File: src/common/vfb_defines.svh
/* frame buffer read constants */

`ifndef VFB_DEFINES_SVH
`define VFB_DEFINES_SVH

// display raster
`define VFB_H_WIDTH              1280
`define VFB_V_HEIGHT             720
`define VFB_PIXEL_BITS           16

// controller side
`define VFB_DATA_WIDTH           256
`define VFB_ADDR_WIDTH           28
`define VFB_UNIT_BITS            32    // one address unit
`define VFB_BURST_LEN            10
`define VFB_ARSIZE               5     // 32 bytes per beat

// memory map, in address units
`define VFB_FRAME_OFFSET         30000 // bank 1 above bank 0
`define VFB_TILE_SPACING         60000

// quarter-size tiles
`define VFB_TILE_WIDTH           (`VFB_H_WIDTH / 4)
`define VFB_TILE_HEIGHT          (`VFB_V_HEIGHT / 4)
`define VFB_BEATS_PER_TILE_LINE  (`VFB_TILE_WIDTH * `VFB_PIXEL_BITS / `VFB_DATA_WIDTH)
`define VFB_BURSTS_PER_TILE_LINE (`VFB_BEATS_PER_TILE_LINE / `VFB_BURST_LEN)
`define VFB_BEATS_PER_LINE       (`VFB_BEATS_PER_TILE_LINE * 4)
`define VFB_ADDR_STEP            (`VFB_BURST_LEN * `VFB_DATA_WIDTH / `VFB_UNIT_BITS)
`define VFB_TILE_FRAME_UNITS     \
    (`VFB_TILE_WIDTH * `VFB_TILE_HEIGHT * `VFB_PIXEL_BITS / `VFB_UNIT_BITS)

`endif

File: src/common/vfb_pkg.sv
/* frame buffer read types */

package vfb_pkg;

    `include "vfb_defines.svh"

    // ddr controller address
    typedef logic [`VFB_ADDR_WIDTH-1:0] axi_addr_t;

    // one read data beat
    typedef logic [`VFB_DATA_WIDTH-1:0] beat_t;

    // tile 0..3, left to right on the output line
    typedef logic [1:0] tile_idx_t;

    // burst within one tile line
    typedef logic [0:0] burst_idx_t;

    // beat position in the line buffer, 0..79
    typedef logic [6:0] col_addr_t;

    typedef enum logic [1:0] {
        idle,
        ar_wait,   // arvalid up, waiting for arready
        data_wait  // burst in flight
    } seq_state_t;

endpackage

File: src/hdl/line_buffer_writer.sv
/* line buffer write port */

`timescale 1ns/1ps

`include "vfb_defines.svh"

module line_buffer_writer
    import vfb_pkg::*;
(
    input  logic      clk,
    input  logic      rst,
    input  logic      axi_rvalid,
    input  beat_t     axi_rdata,
    output logic      buf_wr_en,
    output beat_t     buf_wr_data,
    output col_addr_t buf_wr_addr
);

    localparam col_addr_t LAST_COL = col_addr_t'(`VFB_BEATS_PER_LINE - 1);

    col_addr_t col;

    always_ff @(posedge clk or negedge rst) begin
        if (!rst) begin
            buf_wr_en   <= 1'b0;
            buf_wr_addr <= '0;
            col         <= '0;
        end else begin
            buf_wr_en <= axi_rvalid;
            if (axi_rvalid) begin
                buf_wr_addr <= col;
                col         <= (col == LAST_COL) ? '0 : col + col_addr_t'(1); // next line
            end
        end
    end

    always_ff @(posedge clk) begin
        if (axi_rvalid) begin
            buf_wr_data <= axi_rdata;
        end
    end

endmodule

File: src/hdl/line_trigger.sv
/* display timing edge detect */

`timescale 1ns/1ps

module line_trigger (
    input  logic clk,
    input  logic rst,
    input  logic hdmi_vsync,
    input  logic hdmi_href,
    input  logic init_done,
    output logic frame_start,
    output logic line_req
);

    logic vsync_d;
    logic href_d;
    logic vsync_rise;
    logic vsync_fall;
    logic href_fall;

    always_ff @(posedge clk or negedge rst) begin
        if (!rst) begin
            vsync_d <= 1'b0;
            href_d  <= 1'b0;
        end else begin
            vsync_d <= hdmi_vsync;
            href_d  <= hdmi_href;
        end
    end

    assign vsync_rise = hdmi_vsync & ~vsync_d;
    assign vsync_fall = ~hdmi_vsync & vsync_d;
    assign href_fall  = ~hdmi_href & href_d;

    // nothing goes out until ddr calibration is done
    always_ff @(posedge clk or negedge rst) begin
        if (!rst) begin
            frame_start <= 1'b0;
            line_req    <= 1'b0;
        end else begin
            frame_start <= init_done & vsync_rise;
            // end of vsync fetches the first line
            line_req    <= init_done & (vsync_fall | href_fall);
        end
    end

endmodule

File: src/hdl/quad_view_reader.sv
/* quad view frame buffer reader */

`timescale 1ns/1ps

`include "vfb_defines.svh"

module quad_view_reader
    import vfb_pkg::*;
(
    input  logic       clk,
    input  logic       rst,

    input  logic       hdmi_vsync,
    input  logic       hdmi_href,
    input  logic       init_done,

    output logic       axi_arvalid,
    input  logic       axi_arready,
    output axi_addr_t  axi_araddr,
    output logic [3:0] axi_arid,
    output logic [3:0] axi_arlen,
    output logic [2:0] axi_arsize,
    output logic [1:0] axi_arburst,

    output logic       axi_rready,
    input  beat_t      axi_rdata,
    input  logic       axi_rvalid,
    input  logic       axi_rlast,
    input  logic [3:0] axi_rid,

    output logic       buf_wr_en,
    output beat_t      buf_wr_data,
    output col_addr_t  buf_wr_addr
);

    logic      frame_start;
    logic      line_req;
    tile_idx_t tile_sel;
    logic      addr_advance;
    logic      beat_accept;

    assign axi_arid    = 4'd0;
    assign axi_arlen   = 4'(`VFB_BURST_LEN - 1);
    assign axi_arsize  = 3'(`VFB_ARSIZE);
    assign axi_arburst = 2'b01; // incr

    // never back-pressures data
    always_ff @(posedge clk or negedge rst) begin
        if (!rst) begin
            axi_rready <= 1'b0;
        end else begin
            axi_rready <= 1'b1;
        end
    end

    // only beats carrying our id
    assign beat_accept = axi_rvalid & axi_rready & (axi_rid == axi_arid);

    line_trigger line_trigger_i (
        .clk         (clk),
        .rst         (rst),
        .hdmi_vsync  (hdmi_vsync),
        .hdmi_href   (hdmi_href),
        .init_done   (init_done),
        .frame_start (frame_start),
        .line_req    (line_req)
    );

    tile_sequencer tile_sequencer_i (
        .clk          (clk),
        .rst          (rst),
        .line_req     (line_req),
        .axi_arready  (axi_arready),
        .axi_rvalid   (beat_accept),
        .axi_rlast    (axi_rlast),
        .axi_arvalid  (axi_arvalid),
        .tile_sel     (tile_sel),
        .addr_advance (addr_advance)
    );

    tile_addr_gen tile_addr_gen_i (
        .clk          (clk),
        .rst          (rst),
        .frame_start  (frame_start),
        .tile_sel     (tile_sel),
        .addr_advance (addr_advance),
        .axi_araddr   (axi_araddr)
    );

    line_buffer_writer line_buffer_writer_i (
        .clk         (clk),
        .rst         (rst),
        .axi_rvalid  (beat_accept),
        .axi_rdata   (axi_rdata),
        .buf_wr_en   (buf_wr_en),
        .buf_wr_data (buf_wr_data),
        .buf_wr_addr (buf_wr_addr)
    );

endmodule

File: src/rd_sequencer/tile_addr_gen.sv
/* tile read address generator */

`timescale 1ns/1ps

`include "vfb_defines.svh"

module tile_addr_gen
    import vfb_pkg::*;
(
    input  logic      clk,
    input  logic      rst,
    input  logic      frame_start,
    input  tile_idx_t tile_sel,
    input  logic      addr_advance,
    output axi_addr_t axi_araddr
);

    localparam axi_addr_t STEP        = axi_addr_t'(`VFB_ADDR_STEP);
    localparam axi_addr_t FRAME_UNITS = axi_addr_t'(`VFB_TILE_FRAME_UNITS);
    localparam axi_addr_t BANK_OFFSET = axi_addr_t'(`VFB_FRAME_OFFSET);
    localparam axi_addr_t SPACING     = axi_addr_t'(`VFB_TILE_SPACING);

    axi_addr_t offset [4];  // read position inside the current bank
    logic [3:0] bank;       // bank being read, per tile
    axi_addr_t step_offset;
    logic      frame_wrap;
    axi_addr_t tile_base;
    axi_addr_t bank_base;

    assign step_offset = offset[tile_sel] + STEP;
    assign frame_wrap  = (step_offset >= FRAME_UNITS);

    always_ff @(posedge clk or negedge rst) begin
        if (!rst) begin
            offset <= '{default: '0};
            bank   <= '0;
        end else if (frame_start) begin
            offset <= '{default: '0}; // banks kept
        end else if (addr_advance) begin
            if (frame_wrap) begin
                offset[tile_sel] <= '0;
                bank[tile_sel]   <= ~bank[tile_sel];
            end else begin
                offset[tile_sel] <= step_offset;
            end
        end
    end

    assign tile_base = axi_addr_t'(tile_sel) * SPACING;
    assign bank_base = bank[tile_sel] ? BANK_OFFSET : '0;

    // stable while arvalid waits, offsets only move on the transfer
    assign axi_araddr = tile_base + bank_base + offset[tile_sel];

endmodule

File: src/rd_sequencer/tile_sequencer.sv
/* four-tile burst sequencer */

`timescale 1ns/1ps

`include "vfb_defines.svh"

module tile_sequencer
    import vfb_pkg::*;
(
    input  logic       clk,
    input  logic       rst,
    input  logic       line_req,
    input  logic       axi_arready,
    input  logic       axi_rvalid,
    input  logic       axi_rlast,
    output logic       axi_arvalid,
    output tile_idx_t  tile_sel,
    output logic       addr_advance
);

    localparam tile_idx_t  LAST_TILE  = tile_idx_t'(3);
    localparam burst_idx_t LAST_BURST = burst_idx_t'(`VFB_BURSTS_PER_TILE_LINE - 1);

    seq_state_t state;
    seq_state_t state_nxt;
    tile_idx_t  tile_cnt;
    burst_idx_t burst_cnt;
    logic       ar_done;
    logic       burst_done;
    logic       line_done;

    assign axi_arvalid  = (state == ar_wait);
    assign ar_done      = axi_arvalid & axi_arready;
    assign burst_done   = (state == data_wait) & axi_rvalid & axi_rlast;
    assign line_done    = (tile_cnt == LAST_TILE) && (burst_cnt == LAST_BURST);

    assign addr_advance = ar_done;
    assign tile_sel     = tile_cnt;

    always_comb begin
        state_nxt = state;
        case (state)
            idle: begin
                if (line_req) begin
                    state_nxt = ar_wait;
                end
            end
            ar_wait: begin
                if (ar_done) begin
                    state_nxt = data_wait;
                end
            end
            data_wait: begin
                if (burst_done) begin
                    state_nxt = line_done ? idle : ar_wait;
                end
            end
            default: state_nxt = idle;
        endcase
    end

    always_ff @(posedge clk or negedge rst) begin
        if (!rst) begin
            state <= idle;
        end else begin
            state <= state_nxt;
        end
    end

    // tile and burst position within the line
    always_ff @(posedge clk or negedge rst) begin
        if (!rst) begin
            tile_cnt  <= '0;
            burst_cnt <= '0;
        end else if (state == idle) begin
            tile_cnt  <= '0;
            burst_cnt <= '0;
        end else if (burst_done) begin
            if (burst_cnt == LAST_BURST) begin
                burst_cnt <= '0;
                tile_cnt  <= tile_cnt + tile_idx_t'(1); // wraps to 0 after tile 3
            end else begin
                burst_cnt <= burst_cnt + burst_idx_t'(1);
            end
        end
    end

endmodule

File: config.mk
export PLATFORM = sky130hd
export DESIGN_NAME = quad_view_reader
export DESIGN_NICKNAME = d
export VERILOG_FILES = /design/src/common/vfb_pkg.sv /design/src/hdl/line_buffer_writer.sv /design/src/hdl/line_trigger.sv /design/src/hdl/quad_view_reader.sv /design/src/rd_sequencer/tile_addr_gen.sv /design/src/rd_sequencer/tile_sequencer.sv
export VERILOG_INCLUDE_DIRS = /design/src /design/src/common
export SDC_FILE = /design/constraint.sdc
export NUM_CORES = 1
export LEC_CHECK = 0
export ABC_AREA = 1
export BUFFER_PORTS_ARGS = -buffer_cell sky130_fd_sc_hd__buf_2
export CAP_MARGIN = 20
export CORE_ASPECT_RATIO = 0.9
export CORE_UTILIZATION = 30
export CTS_CLUSTER_DIAMETER = 60
export DETAILED_ROUTE_END_ITERATION = 16
export SYNTH_ARGS = -nofsm -noshare
export SYNTH_HDL_FRONTEND = slang
export SYNTH_HIERARCHICAL = 1
export SYNTH_SLANG_ARGS = --single-unit
export TNS_END_PERCENT = 1
File: constraint.sdc
create_clock -name clk -period 10.3 [get_ports clk]
set_input_delay 1.03 -clock clk [delete_from_list [all_inputs] [get_ports clk]]
set_output_delay 1.03 -clock clk [all_outputs]
set_load 0.05 [all_outputs]
Word-level counts from Yosys, hierarchy flattened --
Index checks and enable logic that the tools add are counted. W data, S select, Z words.
Cells by class: add/sub/neg operators 6, $mul 1, divide/modulo/power cells 0, magnitude comparators 5, equal/unequal tests 7, shifts and indexed selects 0, mux-type cells 27, bitwise operators 19, reductions and logical operators 11
Operator list (count):
- $mux W112 | 3
- $and A112 B112 Y112 | 1
- $bwmux W112 | 1
- $not A112 Y112 | 1
- $mux W28 | 3
- $bmux W28 S2 | 1
- $demux W28 S2 | 1
- $add A18 B28 Y28 | 1
- $add A28 B28 Y28 | 1
- $add A28 B7 Y28 const B | 1
- $ge A28 B15 Y1 const B | 1
- $mux W15 | 1
- $mul A2 B11 Y13 const B | 1
- $mux W2 | 6
- $and A1 B1 Y1 | 10
- $add A7 B1 Y7 const B | 1
- $eq A7 B7 Y1 const B | 1
- $mux W7 | 1
- $mux W1 | 6
- $pmux W2 S3 | 1
- $reduce_and A3 Y1 | 2
- $reduce_bool A2 Y1 | 3
- $not A1 Y1 | 5
- $bwmux W4 | 1
- 18 further kinds | 22
Word-level totals: bits in registers 397, latch bits 0, memory bits (writable) 0, ROM bits 0, input bits 268, output and inout port bits 307, memories 0

Logic depth before layout (Yosys ltp) --
Gate-level depths: netlist of the first run.
depth in word-level cells 10, depth in mapped cells 26

Cells and area by module --
The synthesis of the first run kept the hierarchy.
By module, submodules not included:
- tile_addr_gen | instances 1, cells an instance 1295, area an instance 8742.1 µm², sequential area each 2902.8 µm²
- line_buffer_writer | instances 1, cells an instance 336, area an instance 8388.0 µm², sequential area each 8062.7 µm²
- tile_sequencer | instances 1, cells an instance 38, area an instance 284.0 µm², sequential area each 125.1 µm²
- quad_view_reader | instances 1, cells an instance 21, area an instance 151.4 µm², sequential area each 25.0 µm²
- line_trigger | instances 1, cells an instance 11, area an instance 137.6 µm², sequential area each 100.1 µm²

Worst setup path before layout of the first run --
No wires, ideal clock.
path kind input to register, from input axi_rid[1], to register tile_sequencer_i.burst_cnt, setup time 0.119 ns, data arrival time 9.035 ns, path slack 1.146 ns, cell stages on the path 7, buffers on the path 0, cell sequence nor2_1 nand2_1 nor2_2 nand2_1 nand2_1 nand3_2 and2_1
Between the ends: word-level cells in the longest chain between the ends 5
Ends and longest elaborated chain:
- start: declaration | line quad_view_reader.sv:29 | input logic [3:0] axi_rid,
- $logic_not A4 Y1 | line quad_view_reader.sv:57 | assign beat_accept = axi_rvalid & axi_rready & (axi_rid == axi_arid);
- $and A1 B1 Y1 | line quad_view_reader.sv:57
- net beat_accept | line quad_view_reader.sv:40 | logic beat_accept;
- $and A1 B1 Y1 (2 in a row) | line tile_sequencer.sv:34 | assign burst_done = (state == data_wait) & axi_rvalid & axi_rlast;
- $reduce_bool A2 Y1 (no source line)
- end signal: assignment | line tile_sequencer.sv:83 | burst_cnt <= burst_cnt + burst_idx_t'(1);
- end: declaration | line tile_sequencer.sv:27 | burst_idx_t burst_cnt;
The timed path passes the listed nets, and every way through them passes these cells. A chain may end at the register's enable or synchronous reset.

Worst setup path in the final report of the first run --
from register tile_sequencer_i.tile_cnt[1] (netlist: tile_sequencer_i/tile_sel[1]), to output axi_araddr[25]
Between the ends: word-level cells in the longest chain between the ends 5, elaborated cells on any way between the ends 10, classes of those cells 2 x add/sub; 1 x mul; 6 x mux; 1 x bitwise
Ends and longest elaborated chain:
- start: declaration | line tile_sequencer.sv:26 | tile_idx_t tile_cnt;
- start signal: assignment | line tile_sequencer.sv:81 | tile_cnt <= tile_cnt + tile_idx_t'(1);
- branches (longest 4 deep; another with $add A18 B28 Y28)
- $add A28 B28 Y28 (*) | line tile_addr_gen.sv:53 | assign axi_araddr = tile_base + bank_base + offset[tile_sel];
- end: declaration | line quad_view_reader.sv:19 | output axi_addr_t axi_araddr,
Mark *: on every way between the ends. The select of a mux whose other input is x is not followed.

==> flow_metrics.tcl, run 1 <==
set metrics [dict create \
    dr.pass1.iters 5 \
    cts_buffers 46 \
    drc 0 \
    grt_use_met3_pct 8.08 \
    floorplan.die.height_um 232 \
    ctsHoldBuffers 0 \
    drive_above_1_share_pct 30.9 \
    vdd_drop_max_mv 0.136 \
    syn_area_um2 17700 \
    critPathKind "register to output port" \
    grt.met2_usage_pct 37.3 \
    cts.clk_slew.worst_paths_ns 0.06 \
    max_stage_delay_ns 0.53 \
    setup_viol 0 \
    synth_seq_area_share_pct 63.4 \
    synth_seq_cells 397 \
    dpl_worst_slack_ns 4.27 \
    grt_start_max_net_pins 133 \
    dieWidth_um 258 \
    vias 14737 \
    synth_edf_count 256 \
    initial_core_util_pct 30.3 \
    numPlacedInstances 2977 \
    grt_pass1_vias 14303 \
    viasPerCell 4.81 \
    rsz0062_at_grt "no" \
    power.density_nw_per_um2 191 \
    holdCritStartpoint "line_trigger_i/vsync_d$_DFF_PN0_" \
    avgSynthCellArea_um2 10.4 \
    worstPathCellList "buf_4, inv_2, buf_4, a21oi_1, a32oi_1, buf_4, fa_1, ha_1, inv_1, fa_1, nand3b_1, nand2_1, a21oi_1, o21bai_1, a21boi_0, nor2_1, o22ai_1, o21ai_0, nand2_1, nor2_1, nand2_1, nand2_1, buf_2" \
    maxSlewViolCount 0 \
    period_share_pct 64.8 \
    synthFlopType "edfxtp_1" \
    syn_inst 1701 \
    hold_violations 0 \
    outcome "complete, no violations" \
    fp.coreArea_um2 58300 \
    min_path_type "register to register" \
    drt.antenna.violating_nets 0 \
    cts_htree_levels 2 \
    instances_no_fill 3064 \
    syn2layout_area_growth_pct 28.0 \
    finalSetupTns_ns 0 \
    grt_pass1_wl_mm 100 \
    period_needed_ns 6.67 \
    crit_required_ns 9.27 \
    fin_nets 2558 \
    crit_top_cell "nand2_1" \
    synthArstFlopShare_pct 35.5 \
    numClockSinks 397 \
    worst_setup_path_start_kind "register" \
    cts-root-buf "clkbuf_16" \
    cellLeakagePower_nw 10.9 \
    cap_violations 0 \
    clockBufferDepth 3 \
    wl_per_cell_um 22.8 \
    ios 575 \
    cts_tree "done" \
    cp.arrival_ns 5.64 \
    ys_warn_count 6 \
    cts_resized 0 \
    io_buffers 561 \
    dp_hpwl_mm 53.3 \
    synth.distinct_cells 44 \
    worst_slack_ns 3.63 \
    wirelength_mm 69.9 \
    drtIter0Drc 1263 \
    slowest_stage "fa_1" \
    use_met1_pct 28.9 \
    cp-end-kind "output port" \
    fmax_mhz 150 \
    crit_start "tile_sequencer_i/tile_sel[1]$_DFFE_PN0P_" \
    worstSkewPairLatency_ns 0.58 \
    dieArea_um2 60000 \
    critPathMaxFanout 39 \
    row_count 84 \
    worstRegToRegCells 21 \
    finClkSkew_ns 0.0269 \
    antenna_found_initial 26 \
    gr-total-overflow 0 \
    holdWs_ns 0.450 \
    worstReg2RegStart "tile_sequencer_i/tile_sel[0]$_DFFE_PN0P_" \
    worst_slew_pin_slew_ns 0.975 \
    post_cts_buffers 0 \
    slew_headroom_pct 34.9 \
    busiest_layer "met2" \
    routabilityCongestion 0.925 \
    grt_usage_pct 23.0 \
    min_path_cells 1 \
]
==> kinds of logic after synthesis <==
group | count (synthesis) | share of synthesized area (%)
flip-flops | 397 | 63.4
buffers and inverters | 186 | 4.86
XOR/XNOR | 20 | 0.989
other | 2 | 0.0424
AND/OR/NAND/NOR | 918 | 22.1
AO/OA/AOI/OAI | 139 | 5.57
adder cells (fa/ha/maj) | 39 | 3.05
==> per-layer routing <==
layer  wire, um  vias to the layer above
met1      28500                     7102
met3       7340                      119
li1           -                     6812
met4       1900                        2
met2      32100                      702
met5         15                        -
==> layout by cell type, fill, tap and decap left out, types with 6 or more instances in the layout <==
cell type  instances
fa_1               7
clkinv_2           6
o21ai_0           29
nor2_1            90
conb_1            14
buf_4             18
nand4_1           15
inv_2             13
xor2_1            15
clkbuf_16         46
nand2_2           12
o211a_1           48
edfxtp_1         256
buf_2            560
a21oi_1           20
nor2_4             7
clkbuf_1          10
dfrtp_1          140
nand3_1          197
inv_1             80
ha_1              32
nand2_1          572
o21ai_1           24
nor2_2             9
clkinv_1           8
==> worst paths after layout <==
path / end / slack, ns
min in group asynchronous: tile_addr_gen_i/offset[13]$_DFFE_PN0P_ / 0.54
max: axi_araddr[25] / 3.63
max reg2reg: tile_addr_gen_i/offset[37]$_DFFE_PN0P_ / 4.57
min: line_trigger_i/frame_start$_DFF_PN0_ / 0.45
min reg2reg: line_trigger_i/frame_start$_DFF_PN0_ / 0.45
max in group asynchronous: tile_sequencer_i/tile_sel[0]$_DFFE_PN0P_ / 8.36
==> synthesized netlist by cell type, drive strengths merged, types with 2 or more instances <==
library cell	number	area, um2
nand2	586	2240
edfxtp	256	7690
nand3	201	1030
dfrtp	141	3530
nor2	106	465
inv	93	349
o21ai	56	292
buf	55	369
o211a	48	480
clkbuf	35	131
ha	32	400
a21oi	21	109
nand4	17	128
xor2	15	131
fa	7	140
a211oi	5	37.5
xnor2	5	43.8
clkinv	3	11.3
nor3	3	20.0
o21bai	3	22.5
a21boi	2	15.0
a32oi	2	17.5
conb	2	7.51
nand3b	2	15.0
==> report_power, final <==
group          internal (mW)  switching [mW]  total, mW
clock network          0.917           0.675       1.59
logic                  0.238           0.626      0.864
registers               1.79          0.0762       1.87
==> per-stage QoR <==
step                      utilization [%]  instance area, um2  total power [mW]
after global placement               36.3               21200              2.73
after CTS                            38.9               22700              4.36
after global routing                 38.9               22700              4.52
final                                38.9               22700              4.32
after detailed placement             36.3               21200              2.75
after floorplan                         -               17700              2.47
==> flip-flops by register name, summed over array words and instances, names as in the netlist <==
name,flops
line_trigger_i/frame_start,1
line_trigger_i/vsync_d,1
axi_rready,1
tile_addr_gen_i/offset,112
line_trigger_i/href_d,1
tile_sequencer_i/burst_cnt,1
line_trigger_i/line_req,1
line_buffer_writer_i/col,7
tile_sequencer_i/tile_sel,2
tile_addr_gen_i/bank,4
tile_sequencer_i/state,2
line_buffer_writer_i/buf_wr_addr,7
line_buffer_writer_i/buf_wr_en,1
line_buffer_writer_i/buf_wr_data,256
==> worst max-delay path, delay by kind of cell (launching register included) <==
family,cells,cell delay [ns]
buf+inv,6,1.45
fa+ha+maj,3,1.09
compound gates,7,1.29
flops,1,0.32
simple gates,7,0.84
==> final cells by class <==
type / instances / area (um2)
Multi-Input combinational cell: 1130 / 5680
Inverter: 96 / 360
Timing Repair Buffer: 580 / 2970
Tap cell: 774 / 968
Fill cell: 5777 / 35700
Antenna cell: 2 / 5.00
Clock buffer: 61 / 1260
Sequential cell: 397 / 11200
Clock inverter: 24 / 210
No activity file was read; power rests on OpenSTA's default activity.
==> run 2: changes to the inputs <==
==> constraint.sdc (replaced) <==
create_clock -name clk -period 6.97 [get_ports clk]
set_input_delay 0.697 -clock clk [delete_from_list [all_inputs] [get_ports clk]]
set_output_delay 0.697 -clock clk [all_outputs]
set_load 0.05 [all_outputs]
==> run 2 against run 1 <==
Compared with the run above: the run now ends with DRC left; sequential power up 48%; clock skew about the same; global-route usage down 0.26 points; die area unchanged; worst setup slack worse by 2.9 ns; total power up 52%; combinational power up 48%.
==> flow_metrics.tcl, run 2 (synthesized netlist as in run 1, its figures left out) <==
set metrics [dict create \
    outcome "finished with violations" \
    failed_checks "DRC" \
    grt_usage_pct 22.7 \
    period_share_pct 89.0 \
    dieArea_um2 60000 \
    gr-total-overflow 0 \
    swShare_pct 31.6 \
    drive_above_1_share_pct 31.2 \
    cts_buffers 48 \
    crit_required_ns 6.27 \
    critPathKind "register to output port" \
    p_sw_mw 2.08 \
    antenna_found_initial 19 \
    slew_headroom_pct 37.4 \
    p_int_mw 4.50 \
    floorplan.die.height_um 232 \
    fin_nets 2567 \
    maxSlewViolCount 0 \
    reg_top3 "line_buffer_writer_i/buf_wr_data: 256 flops, tile_addr_gen_i/offset: 112 flops" \
    largest_register "line_buffer_writer_i/buf_wr_data" \
    fp.coreArea_um2 58300 \
    crit_start "tile_sequencer_i/tile_sel[0]$_DFFE_PN0P_" \
    numPlacedInstances 2984 \
    grt.met2_usage_pct 37.3 \
    clockBufferDepth 3 \
    worst_slew_pin_slew_ns 0.938 \
    post_cts_buffers 0 \
    syn2layout_area_growth_pct 29.1 \
    hold_violations 0 \
    use_met1_pct 28.3 \
    grt_pass1_wl_mm 99.4 \
    cts_tree "done" \
    wirelength_mm 69.5 \
    fmax_mhz 161 \
    cellLeakagePower_nw 11.0 \
    ctsHoldBuffers 0 \
    cts_htree_levels 2 \
    drc 1 \
    min_path_type "primary input to async pin" \
    viasPerCell 4.89 \
    dieWidth_um 258 \
    cts-root-buf "clkbuf_16" \
    grt_start_max_net_pins 128 \
    worst_setup_path_start_kind "register" \
    fin_util_pct 39.2 \
    cap_violations 0 \
    io_buffers 561 \
    worstSkewPairLatency_ns 0.58 \
    dr.pass1.iters 12 \
    dp_hpwl_mm 53.3 \
    grt_use_met3_pct 7.35 \
    row_count 84 \
    ios 575 \
    pwr-share-clk_pct 38.5 \
    rsz0062_at_grt "no" \
    worstReg2RegStart "tile_sequencer_i/tile_sel[0]$_DFFE_PN0P_" \
    numClockSinks 397 \
    wl_per_cell_um 22.6 \
    initial_core_util_pct 30.3 \
    cts_resized 0 \
    finalPower_mw 6.58 \
    power.density_nw_per_um2 288 \
    cp.arrival_ns 5.51 \
    routabilityCongestion 0.938 \
    busiest_layer "met2" \
    p_comb_share_pct 19.4 \
    holdWs_ns 0.173 \
    critPathMaxFanout 38 \
    drt.antenna.violating_nets 0 \
    final_cell_mix "nand2_1, buf_2, edfxtp_1, nand3_1, dfrtp_1" \
    drtIter0Drc 1375 \
    pwr-share-seq_pct 42.1 \
    vdd_drop_max_mv 0.160 \
    setup_viol 0 \
    vias 15034 \
    finClkSkew_ns 0.0269 \
    largest_reg_flops 256 \
    cp-end-kind "output port" \
    instances_no_fill 3073 \
    grt_pass1_vias 14506 \
    finalSetupTns_ns 0 \
    reg2reg_slack_ns 2.23 \
    cts.clk_slew.worst_paths_ns 0.06 \
    final_common_cell "nand2_1" \
    period_needed_ns 6.20 \
]
## run 2: cell count changes in the layout (fill, tap and decap cells not counted), sizes merged
cell      change
clkinv        +7
inv           +2
clkinvlp      -1
clkbuf        -9
diode         -1
bufinv        +4
buf           +7
## run 2: per-stage QoR
stage	instance area, um2	setup WS (ns)
after floorplan	17800	1.09
after global placement	21300	1.53
after detailed placement	21300	1.42
after CTS	22900	0.787
after global routing	22900	0.285
final	22900	0.768
## run 2: power by group through the flow
stage | Clock, mW | Combinational [mW] | Sequential [mW]
finish | 2.53 | 1.28 | 2.77
global route | 2.68 | 1.41 | 2.78
CTS | 2.60 | 1.28 | 2.76
detailed placement | 0 | 1.27 | 2.81
global placement | 0 | 1.24 | 2.81
floorplan | 0 | 0.843 | 2.81
## run 2: metal layers
layer / vias up / wire length [um]
li1: 6826 / -
met2: 708 / 32200
met5: - / 0
met3: 108 / 6850
met4: 0 / 2240
met1: 7392 / 28200
## run 2: worst max-delay path: stages, from the launching register on
cell and delay, ns:
dfrtp_2 0.90, buf_4 0.51, nand2_1 0.13, nand2_1 0.09, nand2_1 0.04, nand2_1 0.23
ha_1 0.29, ha_1 0.38, nand3_1 0.09, nand2_1 0.12, a21oi_1 0.08, o21bai_1 0.20
a21boi_0 0.18, o21ai_0 0.36, a21oi_1 0.16, o21ai_0 0.57, nand2_1 0.14, xor2_1 0.15
buf_2 0.28
## run 2: path summary, 6_finish.rpt
path	to	cells after the start
min in group clk	line_trigger_i/href_d$_DFF_PN0_	1
setup / recovery	axi_araddr[22]	18
hold / removal	tile_addr_gen_i/bank[1]$_DFFE_PN0P_	1
setup reg to reg	tile_addr_gen_i/offset[87]$_DFFE_PN0P_	19
hold reg to reg	line_trigger_i/frame_start$_DFF_PN0_	1
max in group asynchronous	tile_addr_gen_i/offset[12]$_DFFE_PN0P_	2
## run 2: cell type report
class	instances	area [um2]
inverters	96	360
well taps	774	968
diodes	1	2.50
clock buffers	52	1220
clock inverters	36	370
flip-flops and latches	397	11200
fillers	5780	35500
repair buffers	587	3050
multi-input cells	1130	5680
==> run 3: changes to the inputs <==
--- a/config.mk
+++ b/config.mk
@@ -15,6 +15,5 @@
 export DETAILED_ROUTE_END_ITERATION = 16
 export SYNTH_ARGS = -nofsm -noshare
 export SYNTH_HDL_FRONTEND = slang
-export SYNTH_HIERARCHICAL = 1
 export SYNTH_SLANG_ARGS = --single-unit
 export TNS_END_PERCENT = 1
==> run 3 against run 2 <==
Compared with the run above: the flow now finishes without violations; combinational power grew to 3.3 times the previous value; die area is 1.3% lower; clock power down 3%; global-route usage decreased by 1.2 points.
==> flow_metrics.tcl, run 3 <==
set metrics [dict create \
    worstReg2RegEnd "tile_addr_gen_i.offset[88]$_DFFE_PN0P_" \
    grt_pass1_wl_mm 93.6 \
    dr.pass1.iters 5 \
    cp.arrival_ns 5.17 \
    period_share_pct 84.2 \
    dr_wl_met2_mm 29.6 \
    initial_core_util_pct 30.5 \
    yosysTopAreaCell "edfxtp_1" \
    syn_area_um2 17500 \
    synth_edf_count 256 \
    top_layer_used "met5" \
    final_cell_mix "buf_2, nand2_1, edfxtp_1, nand3_1, dfrtp_1" \
    synth_seq_cells 397 \
    hold_violations 0 \
    crit_required_ns 6.27 \
    syn_inst 1649 \
    fin_nets 2505 \
    antenna_found_initial 12 \
    worstSkewPairLatency_ns 0.61 \
    p_int_mw 5.17 \
    cts_buffers 47 \
    critPathMaxFanout 34 \
    maxSlewViolCount 0 \
    drc 0 \
    synth.distinct_cells 47 \
    dp_hpwl_mm 48.0 \
    grt_usage_pct 21.5 \
    post_cts_buffers 0 \
    fmax_mhz 170 \
    avgSynthCellArea_um2 10.6 \
    syn2layout_area_growth_pct 28.8 \
    worst_setup_path_start_kind "register" \
    critPathKind "register to output port" \
    drtIter0Drc 1330 \
    synthTopCellsByArea "edfxtp_1, dfrtp_1, nand2_1" \
    viasPerCell 4.77 \
    vdd_drop_max_mv 0.325 \
    cap_violations 0 \
    floorplan.die.height_um 231 \
    largest_register "line_buffer_writer_i.buf_wr_data" \
    drive_above_1_share_pct 31.9 \
    place_area_um2 20900 \
    period_needed_ns 5.87 \
    drt-met1-wl_mm 26.1 \
    cts_resized 0 \
    finalSetupTns_ns 0 \
    slew_headroom_pct 26.4 \
    min_path_type "primary input to async pin" \
    p_sw_mw 4.40 \
    reg2reg_slack_ns 2.03 \
    io_buffers 561 \
    fp.coreArea_um2 57300 \
    ys_warn_count 0 \
    dieArea_um2 59200 \
    synthArstFlopShare_pct 35.5 \
    wirelength_mm 64.5 \
    final_area_um2 22500 \
    grt_pass1_vias 13907 \
    routabilityCongestion 0.919 \
    synthFlopType "edfxtp_1" \
    cts_htree_levels 2 \
    drt.antenna.violating_nets 0 \
    cts-root-buf "clkbuf_16" \
    worstRegToRegCells 17 \
    ctsHoldBuffers 0 \
    dr_wl_met3_mm 5.08 \
    numClockSinks 397 \
    dieWidth_um 256 \
    pwr-share-clk_pct 25.7 \
    gr-total-overflow 0 \
    cellLeakagePower_nw 10.6 \
    swShare_pct 46.0 \
    outcome "complete, no violations" \
    wl_per_cell_um 21.4 \
    setup_viol 0 \
    reg_top3 "line_buffer_writer_i.buf_wr_data: 256 flops, tile_addr_gen_i.offset: 112 flops" \
    clockBufferDepth 3 \
    worstReg2RegStart "tile_sequencer_i.tile_sel[0]$_DFFE_PN0P_" \
    synth.most_common_cell "nand2_1" \
    synth_common_cells "nand2_1, edfxtp_1, nand3_1, dfrtp_1, inv_1" \
    ios 575 \
    power.density_nw_per_um2 426 \
    worst_slew_pin_slew_ns 1.10 \
    synth_top_area_share_pct 44.0 \
    rsz0062_at_grt "no" \
    cp-end-kind "output port" \
    cts_tree "done" \
    final_common_cell "buf_2" \
    vias 14353 \
    row_count 83 \
    grt_start_max_net_pins 130 \
    p_comb_share_pct 44.0 \
    synth_seq_area_share_pct 64.2 \
    cts.clk_slew.worst_paths_ns 0.06 \
    finClkSkew_ns 0.0498 \
    largest_reg_flops 256 \
    pwr-share-seq_pct 30.3 \
]
## run 3: layout make-up
cell class / count / area [um2]
inverter: 136 / 515
tap: 765 / 957
sequential: 397 / 11200
timing repair buffer: 584 / 3030
clock inverter: 34 / 324
antenna: 4 / 10.0
multi-input combinational: 1033 / 5220
clock buffer: 53 / 1230
fill: 5677 / 34800
## run 3: cells by family (layout without fill, tap and decap cells)
| kind of cell | after synthesis | count (layout) | share of synthesized area (%) |
|---|---|---|---|
| buf+inv | 231 | 807 | 6.25 |
| flops | 397 | 397 | 64.2 |
| compound gates | 168 | 168 | 5.77 |
| xor+xnor | 24 | 24 | 1.20 |
| simple gates | 789 | 789 | 19.5 |
| fa+ha+maj | 38 | 38 | 3.02 |
| other cells | 2 | 18 | 0.0430 |
## run 3: worst max path at each step
| stage | slack, ns | to | startpoint | cells past startpoint |
|---|---|---|---|---|
| floorplan | 1.28 | axi_araddr[25] | tile_sequencer_i.tile_sel[0]$_DFFE_PN0P_ | 20 |
| global placement | 1.72 | axi_araddr[25] | tile_sequencer_i.tile_sel[0]$_DFFE_PN0P_ | 20 |
| global route | 0.66 | axi_araddr[25] | tile_sequencer_i.tile_sel[0]$_DFFE_PN0P_ | 20 |
| CTS | 1.10 | axi_araddr[25] | tile_sequencer_i.tile_sel[0]$_DFFE_PN0P_ | 20 |
| detailed placement | 1.73 | axi_araddr[25] | tile_sequencer_i.tile_sel[0]$_DFFE_PN0P_ | 20 |
| finish | 1.10 | axi_araddr[25] | tile_sequencer_i.tile_sel[0]$_DFFE_PN0P_ | 20 |
## run 3: worst max-delay path, stage by stage (launching register included)
cell	delay [ns]
dfrtp_2	0.91
inv_6	0.17
nand2_1	0.13
nand2_1	0.05
nand2_1	0.05
nand2_1	0.12
fa_1	0.54
ha_1	0.17
inv_1	0.05
fa_1	0.41
o21ai_0	0.29
a21boi_0	0.20
o21bai_1	0.16
a21oi_1	0.12
o21bai_1	0.25
nand3_1	0.10
nand2_1	0.17
nand2_1	0.11
nor2_1	0.13
xor2_1	0.16
buf_2	0.28
## run 3: through the flow
step	worst slack (ns)	total power [mW]	utilization, %	hold slack, ns	std cells
5_1_grt	0.657	10.1	39.3	0.168	3005
4_1_cts	1.10	9.60	39.2	0.137	3001
3_3_place_gp	1.72	7.05	36.5	0.461	2913
2_1_floorplan	1.28	6.01	-	0.400	1661
6_report	1.10	9.58	39.3	0.129	3006
3_5_place_dp	1.73	7.10	36.5	0.462	2914
## run 3: per-layer routing
| layer | vias up | global-route usage [%] |
|---|---|---|
| li1 | 6627 | - |
| met1 | 6955 | 27.7 |
| met2 | 670 | 33.7 |
| met3 | 99 | 4.28 |
| met4 | 2 | 12.4 |
| met5 | - | 0 |
## run 3: power by group through the flow
stage	combinational (mW)	clock [mW]	sequential [mW]
after floorplan	3.09	0	2.92
after global placement	4.12	0	2.93
after detailed placement	4.17	0	2.93
after CTS	4.19	2.52	2.89
after global routing	4.59	2.61	2.91
final	4.22	2.46	2.90
